[src/common/cat_pkg.sv]
// ==================================================
// Shared constants for the concatenation engine
//   Default widths and depths for the parameters
//   Configuration word width and field offsets
// ==================================================
package cat_pkg;

    // ==================================================
    // Default parameter values
    // ==================================================
    // Data word of one global-buffer entry
    localparam int SRAM_WIDTH_DEF = 256;
    // Result, element and count fields
    localparam int ADDR_WIDTH_DEF = 16;
    // Address bits decoded by one bank
    localparam int BANK_AW_DEF    = 8;
    // Requests allowed in flight
    localparam int TAG_DEPTH_DEF  = 4;

    // ==================================================
    // Configuration word layout
    // ==================================================
    localparam int CFG_WIDTH = 128;

    // Bits 15:0 are reserved for the controller opcode
    // Fields are ADDR_WIDTH wide, packed upward from bit 16
    // Number of points in the job
    localparam int CFG_NUM_PNT_LSB = 16;
    // Words per point taken from element 0
    localparam int CFG_WORD0_LSB   = CFG_NUM_PNT_LSB + ADDR_WIDTH_DEF;
    // Words per point taken from element 1
    localparam int CFG_WORD1_LSB   = CFG_WORD0_LSB + ADDR_WIDTH_DEF;
    // Base of the result area
    localparam int CFG_CAT_LSB     = CFG_WORD1_LSB + ADDR_WIDTH_DEF;
    // Base of element 1 in bank 1
    localparam int CFG_ELE1_LSB    = CFG_CAT_LSB + ADDR_WIDTH_DEF;
    // Base of element 0 in bank 0
    localparam int CFG_ELE0_LSB    = CFG_ELE1_LSB + ADDR_WIDTH_DEF;

endpackage
[src/common/cat_tag_if.sv]
// ==================================================
// Request tag channel
//   Bank select, last flag and word index per read
// ==================================================
`timescale 1ns/1ps

interface cat_tag_if #(
    parameter int ADDR_WIDTH = cat_pkg::ADDR_WIDTH_DEF
);

    logic                  vld;
    logic                  rdy;
    // 1 means the word comes from element 0
    logic                  sel;
    // Final word of the job
    logic                  last;
    // Running word index, offset from the result base
    logic [ADDR_WIDTH-1:0] idx;

    modport src (output vld, sel, last, idx, input rdy);
    modport dst (input vld, sel, last, idx, output rdy);

endinterface

[src/cat/cat_tag_fifo.sv]
// ==================================================
// In-flight tag FIFO
//   Circular buffer, all TAG_DEPTH entries usable
//   Push and pop allowed in one cycle
// ==================================================
`timescale 1ns/1ps

module cat_tag_fifo #(
    parameter int ADDR_WIDTH = 16,
    parameter int TAG_DEPTH  = 4
) (
    input  logic   clk,
    input  logic   rst_n,
    cat_tag_if.dst in,
    cat_tag_if.src out
);

    localparam int PW = (TAG_DEPTH > 1) ? $clog2(TAG_DEPTH) : 1;
    localparam int CW = $clog2(TAG_DEPTH + 1);
    // Entry is {sel, last, idx}
    localparam int EW = ADDR_WIDTH + 2;

    logic [EW-1:0] mem [TAG_DEPTH];
    logic [PW-1:0] wr_ptr;
    logic [PW-1:0] rd_ptr;
    logic [CW-1:0] count;
    logic          push;
    logic          pop;

    // Ready and valid come straight from occupancy
    assign in.rdy  = (count != CW'(TAG_DEPTH));
    assign out.vld = (count != '0);
    assign push    = in.vld && in.rdy;
    assign pop     = out.vld && out.rdy;

    assign {out.sel, out.last, out.idx} = mem[rd_ptr];

    // Storage
    always_ff @(posedge clk) begin
        if (push) begin
            mem[wr_ptr] <= {in.sel, in.last, in.idx};
        end
    end

    // ==================================================
    // Pointers and occupancy
    // ==================================================
    always_ff @(posedge clk or negedge rst_n) begin
        if (!rst_n) begin
            wr_ptr <= '0;
            rd_ptr <= '0;
            count  <= '0;
        end else begin
            if (push) begin
                // Explicit wrap, depth need not be a power of two
                wr_ptr <= (wr_ptr == PW'(TAG_DEPTH - 1)) ? '0 : wr_ptr + 1'b1;
            end
            if (pop) begin
                rd_ptr <= (rd_ptr == PW'(TAG_DEPTH - 1)) ? '0 : rd_ptr + 1'b1;
            end
            // Simultaneous push and pop leaves count unchanged
            if (push && !pop) begin
                count <= count + 1'b1;
            end else if (pop && !push) begin
                count <= count - 1'b1;
            end
        end
    end

endmodule

[src/flat_wrapper.sv]
// flat-port wrapper written by rule: the top's interface ports become plain ports
module cat_tag_fifo_flat 
#(
    parameter int ADDR_WIDTH = 16,
    parameter int TAG_DEPTH  = 4
)
  (clk, rst_n, in_vld, in_sel, in_last, in_idx, in_rdy, out_vld, out_sel, out_last, out_idx, out_rdy);
  cat_tag_if #(.ADDR_WIDTH(ADDR_WIDTH)) in_i ();
  cat_tag_if #(.ADDR_WIDTH(ADDR_WIDTH)) out_i ();
  input  logic clk;
  input  logic rst_n;
  input wire logic [$bits(in_i.vld)-1:0] in_vld;
  input wire logic [$bits(in_i.sel)-1:0] in_sel;
  input wire logic [$bits(in_i.last)-1:0] in_last;
  input wire logic [$bits(in_i.idx)-1:0] in_idx;
  output wire logic [$bits(in_i.rdy)-1:0] in_rdy;
  output wire logic [$bits(out_i.vld)-1:0] out_vld;
  output wire logic [$bits(out_i.sel)-1:0] out_sel;
  output wire logic [$bits(out_i.last)-1:0] out_last;
  output wire logic [$bits(out_i.idx)-1:0] out_idx;
  input wire logic [$bits(out_i.rdy)-1:0] out_rdy;
  assign in_i.vld = in_vld;
  assign in_i.sel = in_sel;
  assign in_i.last = in_last;
  assign in_i.idx = in_idx;
  assign in_rdy = in_i.rdy;
  assign out_vld = out_i.vld;
  assign out_sel = out_i.sel;
  assign out_last = out_i.last;
  assign out_idx = out_i.idx;
  assign out_i.rdy = out_rdy;
  cat_tag_fifo #(.ADDR_WIDTH(ADDR_WIDTH), .TAG_DEPTH(TAG_DEPTH)) u_core (.clk(clk), .rst_n(rst_n), .in(in_i), .out(out_i));
endmodule
[config.mk]
export PLATFORM = sky130hd
export DESIGN_NAME = cat_tag_fifo_flat
export DESIGN_NICKNAME = d
export VERILOG_FILES = /design/src/common/cat_pkg.sv /design/src/common/cat_tag_if.sv /design/src/cat/cat_tag_fifo.sv /design/src/flat_wrapper.sv
export SDC_FILE = /design/constraint.sdc
export NUM_CORES = 1
export LEC_CHECK = 0
export BUFFER_PORTS_ARGS = -buffer_cell sky130_fd_sc_hd__buf_2
export CORE_MARGIN = 2
export CORE_UTILIZATION = 51
export DETAILED_ROUTE_END_ITERATION = 10
export HOLD_SLACK_MARGIN = 0.02
export PLACE_DENSITY = 0.85
export SLEW_MARGIN = 40
export SYNTH_ARGS = -nofsm -noshare
export SYNTH_HDL_FRONTEND = slang
export SYNTH_SLANG_ARGS = --single-unit
export TNS_END_PERCENT = 100
[constraint.sdc]
create_clock -name clk -period 2.2 [get_ports clk]
set_input_delay 0.44 -clock clk [delete_from_list [all_inputs] [get_ports clk]]
set_output_delay 0.44 -clock clk [all_outputs]
set_load 0.01 [all_outputs]
# --- After elaboration in Yosys (flattened, before gate mapping) ---
# Memory sizes are Yosys's and may differ from the RTL's.
# Index checks and enable logic that the tools add are counted.
totals:
  in_bits: 22
  output_inout_bits: 20
  word_cells: 25
  mem_count: 1
  mem_bits_rw: 72
  ff_bits: 7
memory_table:
  columns: ["memory", "depth", "width", "read_ports", "rd_clocked_by_memory_dff", "wr", "line", "rtl"]
  rows:
  - ["u_core.mem", 4, 18, 1, 0, 1, "cat_tag_fifo.sv:23", "logic [EW-1:0] mem [TAG_DEPTH];"]
op_classes:
  n_eq_ne: 3
  addsub: 4
  mux: 6
  n_reduce_logical: 8
op_table:
  columns: ["op", "n"]
  rows:
  - ["3-bit two-way mux", 2]
  - ["2-bit by 1-bit adder with 2-bit output (second input constant)", 2]
  - ["2-bit equality test (second input constant)", 2]
  - ["1-bit logical AND", 4]
  - ["2-bit two-way mux", 2]
  - ["3-bit by 1-bit adder with 3-bit output (second input constant)", 1]
  - ["3-bit != test (second input constant)", 1]
  - ["3-bit nonzero test", 1]
  - ["3-bit by 1-bit subtractor with 3-bit output (second input constant)", 1]
  - ["1-bit zero test", 2]
  - ["1-bit two-way mux", 2]
  - ["2-bit nonzero test", 1]

# --- Depth between registers and ports, before layout ---
# Gate-level depths: netlist of run 1.
depth:
  depth_word: 6
  depth_mapped: 8
  ltp_nobuf: 8

# --- Worst setup path after synthesis of run 1 ---
# Ideal clock, no wire load.
synth_path:
  path_kind: "reg-to-reg"
  start: "reg u_core.count[0]"
  end: "reg u_core.count[2]"
  path_buffers: 0
  arrival_time_ns: 2.047
  setup_ns: 0.079
  path_stages_with_launch: 9
  slack_ns: 0.074
  period_less_slack_ns: 2.126
  required_time_ns: 2.121
  path_cell_list: "dfrtp_1 or3_2 nand2_1 ha_1 inv_1 fa_1 xor2_1 nor2_1 xor2_1"
synth_between:
  elab_chain_len: 5
  elab_cells_between_ends: 13
  cone_classes: "add/sub: 2; eq/ne: 1; mux: 2; reduce/logical: 8"
synth_lines:
  columns: ["element", "line", "rtl"]
  rows:
  - ["from (decl)", "cat_tag_fifo.sv:26", "logic [CW-1:0] count;"]
  - ["from (signal assigned)", "cat_tag_fifo.sv:63", "count <= count + 1'b1;"]
  - ["from (signal assigned)", "cat_tag_fifo.sv:65", "count <= count - 1'b1;"]
  - ["3-bit nonzero test (*)", "cat_tag_fifo.sv:32", "assign out.vld = (count != '0);"]
  - ["via out_vld", "flat_wrapper.sv:17", "output wire logic [$bits(out_i.vld)-1:0] out_vld;"]
  - ["1-bit logical AND (*)", "cat_tag_fifo.sv:34", "assign pop = out.vld && out.rdy;"]
  - ["1-bit zero test", "cat_tag_fifo.sv:62", "if (push && !pop) begin"]
  - ["1-bit logical AND", "cat_tag_fifo.sv:62", null]
  - ["3-bit two-way mux or 2-bit nonzero test (tied branches)", null, null]
# The timed path passes the listed nets; every way through them passes the cells marked *. The select of a mux whose other input is x is not followed.
# A chain may end at the register's enable or synchronous reset.

# --- Worst setup path in the final report of run 1 ---
layout_path:
  start: "reg u_core.count[0]"
  end: "reg u_core.count[1]"
layout_between:
  elab_chain_len: 5
  elab_cells_between_ends: 13
  cone_classes: "add/sub: 2; eq/ne: 1; mux: 2; reduce/logical: 8"
layout_lines:
  columns: ["element", "line", "rtl"]
  rows:
  - ["3-bit != test (*)", "cat_tag_fifo.sv:31", "assign in.rdy = (count != CW'(TAG_DEPTH));"]
  - ["1-bit logical AND (*)", "cat_tag_fifo.sv:33", "assign push = in.vld && in.rdy;"]
  - ["via u_core.push", "cat_tag_fifo.sv:27", "logic push;"]
  - ["1-bit zero test", "cat_tag_fifo.sv:64", "end else if (pop && !push) begin"]
  - ["1-bit logical AND", "cat_tag_fifo.sv:64", null]
  - ["2-bit nonzero test (no line)", null, null]
# Marks and branches as above.

==> flow_metrics.py, run 1 <==
metrics = {
    "floorplan": {
        "core_um2": 5816,
        "rows": 28,
        "io_pins": 42,
        "floorplan.initialDensity_pct": 52.13,
        "die_width_um": 81.10,
        "die_y_um": 81.10,
        "die_area_um2": 6577,
    },
    "route": {
        "top_layer": "met4",
        "detail-route-antenna-nets": 0,
        "dr_wl_met2_um": 2573,
        "met3_length_um": 212,
        "drtIter0Drc": 109,
        "dr.pass1.iters": 4,
        "drcViolationCount": 0,
        "via_count": 1407,
        "avgViaCountPerCell": 5.330,
        "post_drt_wl_per_cell_um": 18.39,
        "routed_wl_um": 4854,
        "met1_length_um": 1957,
    },
    "worst_setup_path": {
        "arrival_ns": 2.32,
        "r2r_start": "u_core.count[0]$_DFFE_PN0P_",
        "path_cells": "or3b_4, and2_4, ha_2, inv_1, fa_1, mux2_2",
        "end_kind": "flop",
        "cp_top_family": "simple AND/OR/NAND/NOR gates",
        "startpoint": "u_core.count[0]$_DFFE_PN0P_",
        "crit_path_max_incr_delay_ns": 0.44,
        "cp_max_fo": 6,
        "worst-path-buf-inv": 1,
        "cp-start-kind": "flop",
        "cpMaxStageDelayCell": "dfrtp_2",
        "criticalPathCategory": "flop to flop",
        "crit_required_ns": 2.42,
    },
    "timing": {
        "fmax_mhz": 475.7,
        "tns_ns": 0,
        "min_period_ns": 2.102,
        "slew_headroom_pct": 66.42,
        "fin_crit_sh_pct": 95.54,
        "finalClockSkew_ns": 0.004185,
        "holdWs_ns": 0.3114,
        "rsz0062_at_grt": "false",
        "setup_viol": 0,
        "slew_violations": 0,
        "tightestPinTransition_ns": 0.5037,
        "hold_viol_final": 0,
    },
    "clock_tree": {
        "htree_levels": 3,
        "clkTransAtPathRegs_ns": 0.07,
        "cts_tree": "yes",
        "cts_made_buffers": 9,
        "root_buffer": "clkbuf_8",
        "clock_latency_ns": 0.34,
        "clock_sinks": 79,
        "clockBufferDepth": 2,
    },
    "layout": {
        "n_antenna_cell": 0,
        "areaGrowthSynthToFinish_pct": 16.43,
        "post_layout_nonfiller_instances": 264,
        "drive_above_1_share_pct": 48.68,
        "fillCellCount": 437,
        "nets": 213,
        "mostFrequentLayoutCells": "edfxtp_1, buf_2, mux4_2",
        "multi_input_area_um2": 671.9,
        "utilization_pct": 60.69,
        "layout_commonest_cell": "edfxtp_1",
        "register_area_um2": 2340,
    },
    "global_route": {
        "grt_max_degree": 21,
        "antenna_found_initial": 0,
        "grt_pass1_wl_um": 7659,
        "grt_pass1_vias": 1519,
        "grtUsageTotal_pct": 16.92,
        "grt_remaining_overflow": 0,
    },
    "yosys": {
        "syn_inst": 130,
        "synth.yosys.seq_area_share_pct": 77.09,
        "ys_ff_latch": 79,
        "yosysUniqueCellTypes": 18,
        "synth_nets": 159,
        "syn_avg_cell_area_um2": 23.32,
        "netlist_area_um2": 3032,
        "yosys_warnings": 0,
    },
    "job": {
        "max-cap-violations": 0,
    },
    "min_path": {
        "hp-class": "input port to flop",
        "hp-start": "in_idx[3]",
    },
    "power": {
        "powerDensity_nw_per_um2": 1282,
        "ir_worst_vdd_v": 0.0009813,
        "p_leak_nw": 1.265,
    },
    "status": {
        "run_status": "finished clean",
    },
    "placed_design": {
        "numPortBuffers": 41,
        "post-place-cells": 245,
        "hpwl_um": 3178,
        "gp_congestion": 0.6861,
    },
}
-- area by class of cell --
cell class | count | area share, %
clock inverter | 5 | 0.7090
clock buffer | 11 | 3.722
tap | 75 | 2.659
sequential | 79 | 66.29
inverter | 3 | 0.3190
timing repair buffer | 47 | 7.267
multi-input combinational | 44 | 19.04
-- power by group --
group	switching [mW]	total (mW)	internal (mW)	leakage, nW
logic	0.695	1.47	0.772	0.447
registers	0.184	2.19	2.01	0.740
clock network	0.470	0.868	0.399	0.0782
-- worst reg2reg max path, delay by kind of cell, from the launching register on --
kind | cells | cell delay [ns]
buf+inv | 1 | 0.07
fa+ha+maj | 2 | 0.59
mux | 1 | 0.27
simple gates | 2 | 0.62
flops | 1 | 0.44
-- cells in the mapped netlist (all sizes together) --
master  count  share of area [%]
edfxtp     72                 71
mux4       18                 13
dfrtp       7                5.8
ha          6                2.5
mux2        5                2.1
and3        4               0.99
buf         3               0.50
inv         3               0.37
nor2        3               0.37
xor2        2               0.58
and2        1               0.29
clkbuf      1               0.16
fa          1               0.66
nand2       1               0.12
or3         1               0.25
or3b        1               0.37
xnor2       1               0.29
-- registers in the layout, summed over array words and instances (netlist names) --
register,flops
u_core.rd_ptr,2
u_core.wr_ptr,2
u_core.count,3
u_core.mem,72
-- per-stage QoR --
step	power, mW	setup WS, ns	instance area (µm²)
2_1_floorplan	3.163	0.07385	3032
3_3_place_gp	3.579	0.1296	3333
3_5_place_dp	3.681	0.01975	3333
4_1_cts	4.534	0.002550	3501
5_1_grt	4.784	0.05984	3530
6_report	4.527	0.09805	3530
-- routing by layer --
layer	track usage (%)	vias up
met2	28.35	36
met1	20.41	722
met3	4.333	11
li1	-	638
met5	0	-
met4	8.644	0
-- cells by family after synthesis --
group	after synthesis	synth area share [%]
DFF	79	77.09
muxes	23	15.48
and+or+nand+nor	11	2.394
buffers and inverters	7	1.031
adders and majority gates	7	3.137
xor gates and xnor gates	3	0.8669
-- repair_timing --
item / in CTS / in global routing
setup buffers: 0 / 2
pin swaps: 0 / 2
hold endpoints to repair: 7 / 0
endpoints found under the setup margin: 18 / 3
hold buffers: 1 / 0
gates resized for setup: 1 / 5
-- final timing paths --
check                                               end  slack, ns  cells past startpoint
min in group asynchronous   u_core.count[2]$_DFFE_PN0P_       0.46                      2
max                         u_core.count[1]$_DFFE_PN0P_        0.1                      6
max in group asynchronous  u_core.rd_ptr[1]$_DFFE_PN0P_       1.56                      2
min reg2reg                 u_core.count[2]$_DFFE_PN0P_       0.49                      1
max reg2reg                 u_core.count[1]$_DFFE_PN0P_        0.1                      6
min                          u_core.mem[0][3]$_DFFE_PP_       0.31                      1
(Power assumes the default switching activity.)
==> run 2, diff against run 1 <==
--- a/config.mk
+++ b/config.mk
@@ -7,10 +7,10 @@
 export LEC_CHECK = 0
 export BUFFER_PORTS_ARGS = -buffer_cell sky130_fd_sc_hd__buf_2
 export CORE_MARGIN = 2
-export CORE_UTILIZATION = 51
+export CORE_UTILIZATION = 56
 export DETAILED_ROUTE_END_ITERATION = 10
 export HOLD_SLACK_MARGIN = 0.02
-export PLACE_DENSITY = 0.85
+export PLACE_DENSITY = 0.88
 export SLEW_MARGIN = 40
 export SYNTH_ARGS = -nofsm -noshare
 export SYNTH_HDL_FRONTEND = slang
==> constraint.sdc (replaced) <==
create_clock -name clk -period 2.4 [get_ports clk]
set_input_delay 0.48 -clock clk [delete_from_list [all_inputs] [get_ports clk]]
set_output_delay 0.48 -clock clk [all_outputs]
set_load 0.01 [all_outputs]
==> run 2 against run 1 <==
Compared with the run above: via count decreased by 1.1%; critical endpoint is now u_core.count[2]$_DFFE_PN0P_; worst hold slack better by 0.039 ns; final cell count is 3.4% lower; first-iteration DRC count fell by 60%; maximum frequency fell by 5.4%; largest cell class unchanged; routed wire length decreased by 2.8%; register-to-register slack better by 0.08 ns; final area is 1.1% lower; clock power fell by 9.6%; sequential power fell by 8%.
==> flow_metrics.py, run 2 (synthesized netlist as in run 1, its figures left out) <==
metrics = {
    "global_route": {
        "grt_max_degree": 22,
        "grt_pass1_wl_um": 7362,
        "antenna_found_initial": 0,
        "grtUsageTotal_pct": 17.53,
        "grt_remaining_overflow": 0,
        "grt_pass1_vias": 1460,
    },
    "clock_tree": {
        "clockBufferDepth": 2,
        "cts_made_buffers": 9,
        "clkTransAtPathRegs_ns": 0.07,
        "root_buffer": "clkbuf_8",
        "clock_latency_ns": 0.34,
        "clock_sinks": 79,
        "cts_tree": "yes",
        "htree_levels": 3,
    },
    "power": {
        "ir_worst_vdd_v": 0.0007133,
        "power.total_mw": 4.101,
        "p_leak_nw": 1.248,
        "powerDensity_nw_per_um2": 1175,
    },
    "timing": {
        "rsz0062_at_grt": "false",
        "finalClockSkew_ns": 0.007132,
        "slew_violations": 0,
        "setup_viol": 0,
        "tns_ns": 0,
        "hold_viol_final": 0,
        "min_period_ns": 2.222,
        "slew_headroom_pct": 67.42,
        "setup_slack_ns": 0.1781,
        "tightestPinTransition_ns": 0.4887,
        "fmax_mhz": 450.1,
        "fin_crit_sh_pct": 92.58,
    },
    "route": {
        "detail-route-antenna-nets": 0,
        "dr.pass1.iters": 4,
        "routed_wl_um": 4719,
        "drtIter0Drc": 44,
        "post_drt_wl_per_cell_um": 18.51,
        "drcViolationCount": 0,
        "avgViaCountPerCell": 5.459,
        "via_count": 1392,
    },
    "placed_design": {
        "dp_slack_ns": 0.1760,
        "gp_congestion": 0.6984,
        "hpwl_um": 3124,
        "numPortBuffers": 41,
        "placed_cell_area_um2": 3324,
    },
    "job": {
        "max-cap-violations": 0,
    },
    "worst_setup_path": {
        "cp_max_fo": 4,
        "end_kind": "flop",
        "cp-start-kind": "flop",
        "criticalPathCategory": "flop to flop",
        "arrival_ns": 2.49,
        "crit_required_ns": 2.67,
    },
    "layout": {
        "mostFrequentLayoutCells": "edfxtp_1, buf_2, mux4_2",
        "finalInstanceArea_um2": 3491,
        "largest_reg_flops": 72,
        "areaGrowthSynthToFinish_pct": 15.15,
        "layout_commonest_cell": "edfxtp_1",
        "regMostFlops": "u_core.mem",
        "nets": 209,
        "reg.largest.list": "u_core.mem (72), u_core.count (3)",
        "n_antenna_cell": 0,
        "drive_above_1_share_pct": 45.41,
    },
    "floorplan": {
        "die_area_um2": 6018,
        "rows": 26,
        "io_pins": 42,
        "die_width_um": 77.58,
        "core_um2": 5172,
        "floorplan.initialDensity_pct": 58.61,
        "die_y_um": 77.58,
    },
    "min_path": {
        "hp-class": "input port to flop",
    },
    "status": {
        "run_status": "finished clean",
    },
}
## run 2: area by class of cell
| cell class | instances | area [µm²] |
|---|---|---|
| Fill cell | 340 | 1682 |
| Clock inverter | 6 | 27.53 |
| Timing Repair Buffer | 43 | 235.2 |
| Multi-Input combinational cell | 44 | 663.1 |
| Tap cell | 70 | 87.58 |
| Inverter | 3 | 11.26 |
| Sequential cell | 79 | 2338 |
| Clock buffer | 10 | 127.6 |
## run 2: metrics by stage
stage | hold slack [ns] | util (%) | instances
detailed placement | 0.3223 | 64.27 | 238
floorplan | 0.1844 | - | 130
CTS | 0.3406 | 67.46 | 255
global placement | 0.3137 | 64.27 | 238
finish | 0.3508 | 67.49 | 255
global route | 0.3383 | 67.49 | 255
## run 2: where the power goes
| part | total (mW) | internal [mW] | switching (mW) | leakage (nW) |
|---|---|---|---|---|
| sequential | 2.02 | 1.84 | 0.177 | 0.741 |
| clock | 0.785 | 0.359 | 0.426 | 0.0762 |
| combinational | 1.30 | 0.679 | 0.620 | 0.431 |
## run 2: critical path, stage by stage (launching register included)
cell and delay [ns]:
dfrtp_1 0.44, or3_2 0.51, nand2_1 0.14, ha_1 0.20, inv_1 0.07, fa_1 0.38
xor2_1 0.15, nor2_1 0.12, xor2_1 0.15
## run 2: worst paths after layout
check                      cells after the start                         from                      endpoint  slack [ns]
max in group asynchronous                      2                        rst_n  u_core.rd_ptr[1]$_DFFE_PN0P_        1.73
min reg2reg                                    1  u_core.count[2]$_DFFE_PN0P_   u_core.count[2]$_DFFE_PN0P_        0.49
min in group asynchronous                      2                        rst_n  u_core.wr_ptr[1]$_DFFE_PN0P_        0.50
min                                            1                    in_idx[9]    u_core.mem[1][9]$_DFFE_PP_        0.35
max reg2reg                                    8  u_core.count[0]$_DFFE_PN0P_   u_core.count[2]$_DFFE_PN0P_        0.18
max                                            8  u_core.count[0]$_DFFE_PN0P_   u_core.count[2]$_DFFE_PN0P_        0.18
## run 2: routing by layer
layer | routed length [µm] | GRT usage, %
met4 | 116 | 10.18
met1 | 1972 | 21.81
met5 | 0 | 0
met3 | 209 | 4.651
met2 | 2420 | 28.00
## run 2: timing repair
action	in CTS	in global routing
endpoints found under the hold margin	7	0
setup buffers	0	0
setup endpoints to repair	0	0
hold buffers	1	0
resized for setup	0	0
==> run 3, diff against run 2 <==
--- a/config.mk
+++ b/config.mk
@@ -6,6 +6,7 @@
 export NUM_CORES = 1
 export LEC_CHECK = 0
 export BUFFER_PORTS_ARGS = -buffer_cell sky130_fd_sc_hd__buf_2
+export CORE_ASPECT_RATIO = 1.1
 export CORE_MARGIN = 2
 export CORE_UTILIZATION = 56
 export DETAILED_ROUTE_END_ITERATION = 10
==> run 3 against run 2 <==
Compared with the run above: maximum frequency shrank 0.13%; flip-flop and latch count did not move; setup slack got worse by 0.0029 ns; power rose by 2.9%; via count is 2.4% higher; non-clock buffer count rose by 1; combinational power hardly changed; worst hold slack improved by 0.0038 ns; critical path type unchanged; largest cell class unchanged; highest routed layer unchanged.
==> flow_metrics.py, run 3 (synthesized netlist as in run 1, its figures left out) <==
metrics = {
    "status": {
        "run_status": "finished clean",
    },
    "layout": {
        "utilization_pct": 66.53,
        "layout_commonest_cell": "edfxtp_1",
        "drive_above_1_share_pct": 46.24,
        "fillCellCount": 370,
        "regMostFlops": "u_core.mem",
        "reg.largest.list": "u_core.mem (72), u_core.count (3)",
        "nets": 210,
        "largest_reg_flops": 72,
        "post_layout_nonfiller_instances": 261,
        "areaGrowthSynthToFinish_pct": 16.10,
        "mostFrequentLayoutCells": "edfxtp_1, buf_2, mux4_2",
        "n_antenna_cell": 0,
    },
    "worst_setup_path": {
        "arrival_ns": 2.48,
        "cp-start-kind": "flop",
        "crit_required_ns": 2.65,
        "criticalPathCategory": "flop to flop",
        "reg2reg_depth": 8,
        "cp_max_fo": 4,
        "end_kind": "flop",
    },
    "floorplan": {
        "die_width_um": 74.16,
        "rows": 28,
        "io_pins": 42,
        "floorplan.initialDensity_pct": 57.31,
        "die_area_um2": 6019,
        "core_um2": 5290,
        "die_y_um": 81.17,
    },
    "clock_tree": {
        "clock_sinks": 79,
        "root_buffer": "clkbuf_8",
        "clkTransAtPathRegs_ns": 0.07,
        "clockBufferDepth": 2,
        "cts_setup_buffers": 0,
        "cts_made_buffers": 9,
        "htree_levels": 3,
        "clock_latency_ns": 0.34,
        "cts_tree": "yes",
    },
    "timing": {
        "hold_viol_final": 0,
        "holdWs_ns": 0.3546,
        "finalClockSkew_ns": 0.006914,
        "setup_viol": 0,
        "rsz0062_at_grt": "false",
        "tightestPinTransition_ns": 0.4918,
        "slew_violations": 0,
        "fmax_mhz": 449.5,
        "fin_crit_sh_pct": 92.70,
        "slew_headroom_pct": 67.21,
        "tns_ns": 0,
        "min_period_ns": 2.225,
    },
    "power": {
        "ir_worst_vdd_v": 0.0007066,
        "p_int_mw": 2.979,
        "power_frac_clock_pct": 21.3,
        "powerDensity_nw_per_um2": 1198,
        "p_comb_share_pct": 30.9,
        "sw_frac_of_total_pct": 29.37,
        "power.total_mw": 4.218,
        "switchingPower_mw": 1.239,
        "p_seq_share_pct": 47.8,
        "p_leak_nw": 1.259,
    },
    "global_route": {
        "antenna_found_initial": 0,
        "grt_remaining_overflow": 0,
        "grt_pass1_wl_um": 7665,
        "grt_max_degree": 21,
        "grt_pass1_vias": 1542,
        "grtUsageTotal_pct": 18.56,
    },
    "route": {
        "detail-route-antenna-nets": 0,
        "routed_wl_um": 4988,
        "post_drt_wl_per_cell_um": 19.11,
        "via_count": 1426,
        "drcViolationCount": 0,
        "drtIter0Drc": 131,
        "dr.pass1.iters": 4,
        "avgViaCountPerCell": 5.464,
    },
    "placed_design": {
        "numPortBuffers": 41,
        "hpwl_um": 3257,
        "gp_congestion": 0.7493,
        "post-place-cells": 244,
    },
    "min_path": {
        "hold_depth": 1,
        "hp-class": "input port to flop",
    },
    "job": {
        "max-cap-violations": 0,
    },
}
[run 3: timing repair]
action | CTS | global route
hold endpoints to repair | 7 | 0
gates resized for setup | 0 | 1
hold buffers | 1 | 0
setup endpoints to repair | 0 | 1
[run 3: worst max-delay path: stages, from the launching register on]
cell and delay, ns:
dfrtp_1 0.44, or3_2 0.52, nand2_2 0.13, ha_1 0.19
inv_1 0.06, fa_1 0.37, xor2_1 0.15, nor2_1 0.12
xor2_1 0.16
[run 3: path summary, 6_finish.rpt]
check                                                to                   startpoint  slack (ns)
max                         u_core.count[2]$_DFFE_PN0P_  u_core.count[0]$_DFFE_PN0P_        0.18
min                          u_core.mem[0][7]$_DFFE_PP_                    in_idx[7]        0.35
max reg2reg                 u_core.count[2]$_DFFE_PN0P_  u_core.count[0]$_DFFE_PN0P_        0.18
min reg2reg                 u_core.count[2]$_DFFE_PN0P_  u_core.count[2]$_DFFE_PN0P_        0.52
max in group asynchronous  u_core.rd_ptr[1]$_DFFE_PN0P_                        rst_n        1.71
min in group asynchronous  u_core.wr_ptr[0]$_DFFE_PN0P_                        rst_n        0.51
[run 3: power groups by stage]
stage / combinational [mW] / sequential [mW] / clock, mW
final: 1.30 / 2.02 / 0.897
after global routing: 1.42 / 2.05 / 0.977
after CTS: 1.34 / 2.02 / 0.922
after detailed placement: 1.32 / 2.05 / 0
after global placement: 1.26 / 2.01 / 0
after floorplan: 0.960 / 1.94 / 0
[run 3: cell type report]
class                           instances  area, µm²  share of cell area [%]
Multi-Input combinational cell         44      665.6                   18.91
Inverter                                3      11.26                  0.3199
Tap cell                               75      93.84                   2.666
Clock inverter                          5      48.80                   1.386
Sequential cell                        79       2338                   66.44
Clock buffer                           11      131.4                   3.733
Timing Repair Buffer                   44      230.2                   6.541
[run 3: through the flow]
| step | worst slack [ns] | instance area [µm²] |
|---|---|---|
| after floorplan | 0.2738 | 3032 |
| after detailed placement | 0.1677 | 3326 |
| after CTS | 0.05837 | 3516 |
| after global routing | 0.04392 | 3520 |
| after global placement | 0.2873 | 3326 |
| final | 0.1752 | 3520 |
[run 3: layer usage]
layer | track usage, % | up-vias | routed length [µm]
met5 | 0 | - | 0
met4 | 7.818 | 0 | 76
met3 | 6.948 | 7 | 210
met2 | 30.45 | 39 | 2722
met1 | 22.11 | 743 | 1979
li1 | - | 637 | -
